===== config.mk =====
export PLATFORM = sky130hd
export DESIGN_NAME = dram_cfg_regs
export DESIGN_NICKNAME = d
export VERILOG_FILES = /design/src/rtl/test_dram_pkg.sv /design/src/rtl/dram_cfg_regs.sv
export SDC_FILE = /design/constraint.sdc
export NUM_CORES = 1
export LEC_CHECK = 0
export BUFFER_PORTS_ARGS = -buffer_cell sky130_fd_sc_hd__buf_2
export CORE_MARGIN = 3
export CORE_UTILIZATION = 52
export DETAILED_ROUTE_END_ITERATION = 10
export GPL_TIMING_DRIVEN = 0
export PLACE_DENSITY = 0.84
export SLEW_MARGIN = 10
export SYNTH_ARGS = -nofsm -noshare
export SYNTH_HDL_FRONTEND = slang
export SYNTH_SLANG_ARGS = --single-unit

===== constraint.sdc =====
create_clock -name clk_i -period 1.8 [get_ports clk_i]
set_clock_uncertainty 0.1 [all_clocks]
set_input_delay 0.18 -clock clk_i [delete_from_list [all_inputs] [get_ports clk_i]]
set_output_delay 0.18 -clock clk_i [all_outputs]
set_load 0.01 [all_outputs]

===== src/rtl/test_dram_pkg.sv =====
// ~~~~~~~~~~~~~~~~~~~~~~~~~~~~~~~~~~~~~~~~~~~~~~~~~~~~~~~~~~~~~~~~~~~~~
// Shared constants of the test memory channel and its register map.
// The read delay field is DELAY_W bits, so the delay line has 2**DELAY_W taps.
// ~~~~~~~~~~~~~~~~~~~~~~~~~~~~~~~~~~~~~~~~~~~~~~~~~~~~~~~~~~~~~~~~~~~~~
`default_nettype none

package test_dram_pkg;

  // Register port widths
  localparam int CFG_ADDR_W = 2;
  localparam int CFG_DATA_W = 32;

  // Extra read delay, 0 to 7 cycles
  localparam int DELAY_W      = 3;
  localparam int DELAY_STAGES = 1 << DELAY_W; // Shift line depth

  // CTRL register layout
  localparam int CTRL_EN_BIT  = 0;
  localparam int CTRL_DLY_LSB = 1;

  // Register map, writes to the counters are ignored
  typedef enum logic [CFG_ADDR_W-1:0] {
    CFG_CTRL    = 2'd0,
    CFG_RD_CNT  = 2'd1,
    CFG_WR_CNT  = 2'd2,
    CFG_ERR_CNT = 2'd3
  } cfg_reg_e;

endpackage

`default_nettype wire


===== src/rtl/dram_cfg_regs.sv =====
// ~~~~~~~~~~~~~~~~~~~~~~~~~~~~~~~~~~~~~~~~~~~~~~~~~~~~~~~~~~~~~~~~~~~~~
// Channel control and command counters. Counters wrap and are read-only.
// Change the read delay only while no read is in flight.
// ~~~~~~~~~~~~~~~~~~~~~~~~~~~~~~~~~~~~~~~~~~~~~~~~~~~~~~~~~~~~~~~~~~~~~
`timescale 1ns/1ps
`default_nettype none

module dram_cfg_regs (
  input  wire logic                                clk_i,
  input  wire logic                                arst_n_i,
  input  wire logic                                cfg_we_i,
  input  wire logic [test_dram_pkg::CFG_ADDR_W-1:0] cfg_addr_i,
  input  wire logic [test_dram_pkg::CFG_DATA_W-1:0] cfg_wdata_i,
  input  wire logic                                rd_fire_i,
  input  wire logic                                wr_fire_i,
  input  wire logic                                err_fire_i,
  output logic      [test_dram_pkg::CFG_DATA_W-1:0] cfg_rdata_o,
  output logic                                     enable_o,
  output logic      [test_dram_pkg::DELAY_W-1:0]    rd_delay_o
);

  import test_dram_pkg::*;

  logic                  enable_q;
  logic [DELAY_W-1:0]    delay_q;
  logic [CFG_DATA_W-1:0] rd_cnt_q;
  logic [CFG_DATA_W-1:0] wr_cnt_q;
  logic [CFG_DATA_W-1:0] err_cnt_q;
  logic                  ctrl_we;

  assign ctrl_we = cfg_we_i && (cfg_reg_e'(cfg_addr_i) == CFG_CTRL);

  always_ff @(posedge clk_i or negedge arst_n_i) begin
    if (!arst_n_i) begin
      enable_q <= 1'b0;
      delay_q  <= '0;
    end else if (ctrl_we) begin
      enable_q <= cfg_wdata_i[CTRL_EN_BIT];
      delay_q  <= cfg_wdata_i[CTRL_DLY_LSB +: DELAY_W];
    end
  end

  // Event counters, wrap at 2**32
  always_ff @(posedge clk_i or negedge arst_n_i) begin
    if (!arst_n_i) begin
      rd_cnt_q  <= '0;
      wr_cnt_q  <= '0;
      err_cnt_q <= '0;
    end else begin
      if (rd_fire_i) rd_cnt_q <= rd_cnt_q + 1'b1;
      if (wr_fire_i) wr_cnt_q <= wr_cnt_q + 1'b1;
      if (err_fire_i) err_cnt_q <= err_cnt_q + 1'b1;
    end
  end

  // Readback straight from the address
  always_comb begin
    cfg_rdata_o = '0;
    case (cfg_reg_e'(cfg_addr_i))
      CFG_CTRL: begin
        cfg_rdata_o[CTRL_EN_BIT]              = enable_q;
        cfg_rdata_o[CTRL_DLY_LSB +: DELAY_W]  = delay_q; // Upper bits stay zero
      end
      CFG_RD_CNT:  cfg_rdata_o = rd_cnt_q;
      CFG_WR_CNT:  cfg_rdata_o = wr_cnt_q;
      CFG_ERR_CNT: cfg_rdata_o = err_cnt_q;
      default:     cfg_rdata_o = '0;
    endcase
  end

  assign enable_o   = enable_q;
  assign rd_delay_o = delay_q;

endmodule

`default_nettype wire


; ---- After elaboration in Yosys (flattened, before gate mapping)
; Cells that the tools add are included.
; W data, S select, Z words.
[word_totals]
elab_cells = 15
out_inout_bits = 36
ff_bits = 100
inputBits = 40
[op_classes]
n_addsub = 3
muxes = 2
eq_ne = 3
n_reduce_logical = 2
[ops]
columns = op, n
row1 = $add A32 B1 Y32 const B, 3
row2 = $pmux W28 S3, 1
row3 = $pmux W4 S4, 1
row4 = $eq A2 B2 Y1 const B, 2
row5 = $eq A2 B1 Y1 const B, 1
row6 = $logic_not A2 Y1, 1
row7 = $logic_and A1 B1 Y1, 1

; ---- Longest topological paths before layout
; Gate-level depths: netlist of the first run.
[logic_depth]
word_depth = 2
mapped_depth = 6
ltp_nobuf = 5

; ---- Worst setup path after synthesis of the first run
; No wires, ideal clock.
[synth_path]
kind = register -> register
start = reg wr_cnt_q[0]
end = reg wr_cnt_q[28]
stages_incl_launch_ff = 7
synth_period_minus_slack_ps = 1821
t_required_ps = 1621
slack_ps = -21
setup_ps = 79
path_buffers = 1
t_arrival_ps = 1642
cell_sequence = dfrtp_1 -> ha_1 -> nand4_2 -> or3_1 -> buf_6 -> nor4_4 -> xor2_1
[synth_between]
elab_chain_len = 1
[synth_rtl]
columns = element, line_no
row1 = start: declaration, dram_cfg_regs.sv:27  ; logic [CFG_DATA_W-1:0] wr_cnt_q;
row2 = start signal: assignment, dram_cfg_regs.sv:51  ; if (wr_fire_i) wr_cnt_q <= wr_cnt_q + 1'b1;
row3 = $add A32 B1 Y32, dram_cfg_regs.sv:51
; Every way passes these cells.
; A chain may end at the register's enable or synchronous reset.

; ---- Final worst setup path of the first run
[layout_path]
start = reg wr_cnt_q[1]
end = reg wr_cnt_q[30]
; The elaborated chain is that of the path after synthesis.

==> flow_summary.yaml, run 1 <==
clocking:
  clkSlewWorstSetupHoldPaths_ps: 90
  cts.root.buffer_cell: "sky130_fd_sc_hd__clkbuf_8"
  cts-root-to-sink-buffers: 2
  clkSinkCount: 100
  cts_htree_levels: 3
  cts_made_buffers: 9
  cts_tree: "yes"
  insertion_delay_ps: 380
sta:
  worst_slew_pin_slew_ps: 663
  finalSetupViolations: 18
  timing.fmax_mhz: 523
  final_critical_path_setup_slack_ps: -111
  final.setup.tns_ps: -831
  maxSlewViolCount: 0
  finalHoldViolations: 0
  rsz0062_at_grt: "true"
  share_of_the_clock_period_used_by_the_worst_path_after_layout_pct: 106
  slew-limit-headroom_pct: 55.7
  finalCriticalPeriod_ps: 1910
logic_synthesis:
  synth_warn: 0
  seq_area_frac_synth_pct: 48.6
  async_flop_share_pct: 100
  synthCells: 454
  synth_top_cell_by_area: "sky130_fd_sc_hd__dfrtp_1"
  synthMostInstantiatedCell: "sky130_fd_sc_hd__dfrtp_1"
  synth_top_area_share_pct: 48.6
  dominantRegCellSynth: "sky130_fd_sc_hd__dfrtp_1"
  post_synth_most_frequent_cells: "100 x sky130_fd_sc_hd__dfrtp_1, 62 x sky130_fd_sc_hd__xnor2_1, 34 x sky130_fd_sc_hd__nand2_1"
  syn-cell-area_um2: 5150
  post_synth.cell_area_avg_um2: 11.3
  netlist_top_cells_area: "sky130_fd_sc_hd__dfrtp_1 49%, sky130_fd_sc_hd__xnor2_1 11%, sky130_fd_sc_hd__mux2_2 6.3%"
  yosys_register_bits: 100
  synth-edff-count: 0
  synth_nets: 497
  yosysUniqueCellTypes: 34
global_route:
  grt_antenna_before_repair: 0
  grt_start_max_net_pins: 62
  global_route.usage.total_pct: 24.4
  via_count_of_the_first_global_routing_pass: 4247
  grt_overflow: 0
  grt_first_pass_wirelength_um: 21300
drt:
  drt-initial-drc-count: 303
  finalWirelength_um: 14500
  post_drt_via_cell_ratio: 6.06
  firstDrtPassIters: 5
  via_count: 4290
  wl_per_cell_um: 20.5
  post-route-drc-count: 0
  antenna_violating_nets_post_route: 0
floorplanning:
  chipHeight_um: 106
  floorplan_die_area_um2: 11100
  effective_utilization_at_floorplan_pct: 54.7
  rows: 35
  ios: 76
  coreArea_um2: 9420
  die-width_um: 106
pwr:
  power.internal_w: 0.00413
  p_sw_share_pct: 30.3
  power_per_cell_area_nw_per_um2: 876
  net-switching-power_w: 0.00180
  seq_pwr_share_pct: 47.9
  p_leak_nw: 3.29
  power_frac_comb_pct: 26.2
  clockPowerShare_pct: 26.0
  max-vdd-ir-drop_v: 0.000921
layout:
  insertedDiodeCount: 0
  flow.area_growth_from_synthesis_pct: 31.4
  finish.instance_area_um2: 6770
  post_route_cells_drive_above_1_share_pct: 37.7
  finish.net_count: 617
setup_path:
  critPathMaxFanout: 5
  worstSetupPathType: "reg -> reg"
  worstPathRequired_ps: 2010
  worst_ep_arrival_time_ps: 2120
  worstSetupStartpointType: "flop"
  crit_path_end_kind: "flop"
run_status:
  run_status: "complete, but fails checks"
  violations: "setup timing"
worst_hold_path:
  worstHoldPathType: "in -> reg"
placement:
  gp_congestion: 0.834
  port_buffers: 46
  detailedPlacementHpwl_um: 8520
  dpl_cell_area_um2: 5590
run:
  cap_violations: 0
repair_timing:
action | in CTS | in global routing
gates cloned | 2 | 1
setup buffers | 19 | 33
pin swaps | 26 | 28
hold buffers | 8 | 0
hold endpoints to repair | 46 | 0
resized for setup | 52 | 54
setup endpoints to repair | 90 | 67
worst paths after layout:
check	startpoint	endpoint	slack, ps	cells after the start
max	wr_cnt_q[1]	wr_cnt_q[30]	-110	7
min	wr_fire_i	wr_cnt_q[2]	40	3
max reg2reg	wr_cnt_q[1]	wr_cnt_q[30]	-110	7
min reg2reg	wr_cnt_q[31]	wr_cnt_q[31]	370	1
max in group asynchronous	arst_n_i	err_cnt_q[7]	680	3
min in group asynchronous	arst_n_i	wr_cnt_q[22]	220	2
cells by family after synthesis:
kind of cell	after synthesis	synth area share, %
AND/OR/NAND/NOR	164	19.2
flip-flops	100	48.6
XOR/XNOR	93	15.8
AO/OA/AOI/OAI	34	5.34
multiplexers	33	8.09
buffers and inverters	27	2.23
adder cells (fa/ha/maj)	3	0.729
stage by stage:
stage | utilization (%) | setup WS (ps) | hold slack (ps) | cells | power [W]
floorplan | - | -12.6 | -216 | 454 | 0.00341
global placement | 59.0 | -529 | 312 | 629 | 0.00372
detailed placement | 59.4 | -351 | 93.2 | 630 | 0.00379
CTS | 66.9 | -90.9 | 26.5 | 674 | 0.00555
global route | 71.9 | -198 | 39.1 | 708 | 0.00617
finish | 71.9 | -111 | 41.9 | 708 | 0.00593
state kept, by name (all words and copies together) (netlist names):
register / flops
rd_cnt_q: 32
wr_cnt_q: 32
enable_o: 1
err_cnt_q: 32
rd_delay_o: 3
cells in the final DEF (no fill, tap or decap), types with 4 or more instances in the layout:
cell / instances
sky130_fd_sc_hd__nor2_4: 5
sky130_fd_sc_hd__buf_2: 45
sky130_fd_sc_hd__clkbuf_8: 12
sky130_fd_sc_hd__nor3_4: 11
sky130_fd_sc_hd__dlygate4sd3_1: 8
sky130_fd_sc_hd__buf_6: 21
sky130_fd_sc_hd__a22o_1: 28
sky130_fd_sc_hd__o21ai_0: 5
sky130_fd_sc_hd__inv_1: 9
sky130_fd_sc_hd__clkbuf_1: 5
sky130_fd_sc_hd__nand3_1: 26
sky130_fd_sc_hd__and4_1: 6
sky130_fd_sc_hd__and3_1: 10
sky130_fd_sc_hd__buf_4: 38
sky130_fd_sc_hd__mux2_2: 28
sky130_fd_sc_hd__nand2_1: 34
sky130_fd_sc_hd__nor2_1: 11
sky130_fd_sc_hd__buf_12: 4
sky130_fd_sc_hd__xnor2_1: 59
sky130_fd_sc_hd__nor4_4: 9
sky130_fd_sc_hd__dfrtp_1: 90
sky130_fd_sc_hd__nand4_1: 31
sky130_fd_sc_hd__dfrtp_2: 10
sky130_fd_sc_hd__xor2_1: 31
sky130_fd_sc_hd__mux4_2: 4
area by class of cell:
cell class | count | area, um2
Clock buffer | 13 | 169
Timing Repair Buffer | 109 | 901
Buffer | 16 | 114
Inverter | 10 | 37.5
Fill cell | 546 | 2650
Sequential cell | 100 | 2510
Clock inverter | 3 | 43.8
Multi-Input combinational cell | 328 | 2830
Tap cell | 129 | 161
worst max-delay path, cell delays in order (launching register included):
cell                      delay [ps]
sky130_fd_sc_hd__dfrtp_1         380
sky130_fd_sc_hd__ha_2            220
sky130_fd_sc_hd__nand4_4         110
sky130_fd_sc_hd__or3_4           440
sky130_fd_sc_hd__buf_12          170
sky130_fd_sc_hd__buf_6           110
sky130_fd_sc_hd__nor4_4          150
sky130_fd_sc_hd__xnor2_1         150
power by group through the flow:
| stage | clock [W] | combinational [W] | sequential (W) |
|---|---|---|---|
| floorplan | 0 | 0.000619 | 0.00279 |
| global placement | 0 | 0.000844 | 0.00288 |
| detailed placement | 0 | 0.000897 | 0.00290 |
| CTS | 0.00154 | 0.00119 | 0.00282 |
| global route | 0.00163 | 0.00167 | 0.00286 |
| finish | 0.00154 | 0.00155 | 0.00284 |
routing by layer:
metal / routed length (um) / global-route usage (%) / share of wire (%) / up-vias
li1: - / - / - / 1868
met1: 5380 / 29.8 / 37 / 2166
met2: 7610 / 40.8 / 53 / 202
met3: 995 / 6.80 / 6.9 / 54
met4: 503 / 9.71 / 3.5 / 0
met5: 0 / 0 / 0 / -
(Power assumes the default switching activity.)
==> run 2: changes to the inputs <==
==> constraint.sdc (replaced) <==
create_clock -name clk_i -period 1.8 [get_ports clk_i]
set_clock_uncertainty 0.1 [all_clocks]
set_input_delay 0.09 -clock clk_i [delete_from_list [all_inputs] [get_ports clk_i]]
set_output_delay 0.09 -clock clk_i [all_outputs]
set_load 0.01 [all_outputs]
==> run 2 against run 1 <==
  * The flow still finishes with violations (setup timing)
  * First-iteration DRC count shrank 18%
  * Worst setup slack is essentially flat
  * Via count shrank 4.5%
  * Critical path depth is the same
  * Flip-flop and latch count is the same
  * Maximum frequency is essentially flat
  * Total power shrank 4.2%
  * Cell count shrank 2.0%
  * Combinational power shrank 14%
  * Critical endpoint unchanged
  * Largest cell class unchanged
==> flow_summary.yaml, run 2 (same netlist as run 1, synthesis figures left out) <==
clocking:
  insertion_delay_ps: 380
  cts.root.buffer_cell: "sky130_fd_sc_hd__clkbuf_8"
  cts_htree_levels: 3
  clkSlewWorstSetupHoldPaths_ps: 100
  cts_tree: "yes"
  clkSinkCount: 100
  cts_made_buffers: 9
  cts-root-to-sink-buffers: 2
drt:
  drt-initial-drc-count: 247
  post-route-drc-count: 0
  antenna_violating_nets_post_route: 0
  via_count: 4095
  firstDrtPassIters: 7
  post_drt_via_cell_ratio: 5.90
  finalWirelength_um: 13200
  wl_per_cell_um: 19.0
pwr:
  max-vdd-ir-drop_v: 0.000932
  p_leak_nw: 3.14
  power_per_cell_area_nw_per_um2: 879
layout:
  final_cell_mix: "93 x sky130_fd_sc_hd__dfrtp_1, 62 x sky130_fd_sc_hd__xnor2_1, 46 x sky130_fd_sc_hd__buf_2, 38 x sky130_fd_sc_hd__buf_4, 34 x sky130_fd_sc_hd__nand2_1"
  finish.instance_area_um2: 6460
  flow.area_growth_from_synthesis_pct: 25.5
  post_route_cells_drive_above_1_share_pct: 33.5
  finish.net_count: 603
  final_core_util_pct: 68.7
  mostFrequentLayoutCell: "sky130_fd_sc_hd__dfrtp_1"
  insertedDiodeCount: 0
  largest_registers: "err_cnt_q: 32 flops, rd_cnt_q: 32 flops, wr_cnt_q: 32 flops"
floorplanning:
  coreArea_um2: 9420
  die-width_um: 106
  rows: 35
  floorplan_die_area_um2: 11100
  effective_utilization_at_floorplan_pct: 54.7
  chipHeight_um: 106
  ios: 76
setup_path:
  timing.critical_path.cells: "ha_2 > nand4_4 > or3_4 > buf_12 > buf_6 > nor4_4 > xnor2_1"
  cp-startpoint: "wr_cnt_q[1]"
  worstPathRequired_ps: 2000
  critPathMaxStageDelay_ps: 420
  critPathMaxFanout: 4
  crit_path_end_kind: "flop"
  worstSetupStartpointType: "flop"
  slowest_stage: "sky130_fd_sc_hd__or3_4"
  worstSetupPathType: "reg -> reg"
  worst_ep_arrival_time_ps: 2110
  timing.rr.start: "wr_cnt_q[1]"
  rrSetupSlack_ps: -110
sta:
  finalSetupViolations: 24
  share_of_the_clock_period_used_by_the_worst_path_after_layout_pct: 106
  rsz0062_at_grt: "true"
  finalCriticalPeriod_ps: 1910
  slew-limit-headroom_pct: 52.4
  worst_slew_pin_slew_ps: 714
  final_critical_path_setup_slack_ps: -111
  maxSlewViolCount: 0
  timing.fmax_mhz: 523
  finalHoldViolations: 0
run_status:
  run_status: "complete, but fails checks"
  violations: "setup timing"
placement:
  port_buffers: 46
  dp_slack_ps: -351
  dpl_cell_area_um2: 5590
  gp_congestion: 0.834
  detailedPlacementHpwl_um: 8520
global_route:
  grt_overflow: 0
  grt_start_max_net_pins: 62
  via_count_of_the_first_global_routing_pass: 4215
  grt_antenna_before_repair: 0
  grt_first_pass_wirelength_um: 20800
  global_route.usage.total_pct: 23.6
run:
  cap_violations: 0
worst_hold_path:
  worstHoldPathType: "in -> async"
-- run 2: cell count changes in the layout (fill, tap and decap cells not counted), moves of 2 or more --
cell	before	now
sky130_fd_sc_hd__buf_6	21	5
sky130_fd_sc_hd__dfrtp_1	90	93
sky130_fd_sc_hd__dfrtp_2	10	7
sky130_fd_sc_hd__xnor2_1	59	62
sky130_fd_sc_hd__xnor2_2	3	0
sky130_fd_sc_hd__buf_12	4	2
sky130_fd_sc_hd__clkbuf_2	2	4
sky130_fd_sc_hd__nand3_1	26	28
sky130_fd_sc_hd__nand3_2	2	0
sky130_fd_sc_hd__nor2_2	3	5
sky130_fd_sc_hd__nor2_4	5	3
sky130_fd_sc_hd__nor3_4	11	9
-- run 2: critical path: cells and delay by family (launching register included) --
family	cells	cell delay, ps
adder cells (fa/ha/maj)	1	210
flip-flops	1	380
XOR/XNOR	1	150
buffers and inverters	2	260
AND/OR/NAND/NOR	3	740
-- run 2: layer usage --
layer	vias up	share of wire (%)	track usage [%]
met1	2074	38	28.3
met2	149	53	40.4
met3	32	6.2	6.74
met4	0	2.7	8.97
met5	-	0	0
li1	1840	-	-
-- run 2: worst paths after layout --
kind / end / depth (start not counted)
min in group clk_i: rd_delay_o[0] / 3
max in group asynchronous: rd_cnt_q[2] / 3
worst min-delay path: wr_cnt_q[30] / 2
worst max register to register: wr_cnt_q[30] / 7
worst min register to register: wr_cnt_q[31] / 1
worst max-delay path: wr_cnt_q[30] / 7
-- run 2: layout make-up --
class / instances / area (um2)
clock inverter: 3 / 43.8
inverter: 10 / 37.5
multi-input combinational: 328 / 2750
fill: 615 / 2950
clock buffer: 13 / 169
sequential: 100 / 2510
timing repair buffer: 95 / 684
buffer: 16 / 105
tap: 129 / 161
-- run 2: power breakdown --
part	total, W	internal, W	switching [W]
clock	0.00153	0.000758	0.000775
combinational	0.00133	0.000708	0.000623
sequential	0.00282	0.00251	0.000305
total	0.00568	0.00398	0.00170
-- run 2: through the flow --
| stage | TNS [ps] | cells | hold WS (ps) | total power (W) |
|---|---|---|---|---|
| floorplan | -12.6 | 454 | -306 | 0.00341 |
| global placement | -49610 | 629 | 222 | 0.00372 |
| detailed placement | -9480 | 630 | 3.24 | 0.00379 |
| CTS | -633 | 675 | 148 | 0.00548 |
| global route | -3630 | 694 | 156 | 0.00594 |
| finish | -1550 | 694 | 137 | 0.00568 |
-- run 2: timing repair --
item / 4_1_cts / 5_1_grt
endpoints found under the setup margin: 79 / 81
endpoints found under the hold margin: 51 / 0
gates resized for setup: 36 / 27
gates cloned: 1 / 1
pin swaps: 26 / 13
hold buffers: 8 / 0
buffers inserted: 21 / 18
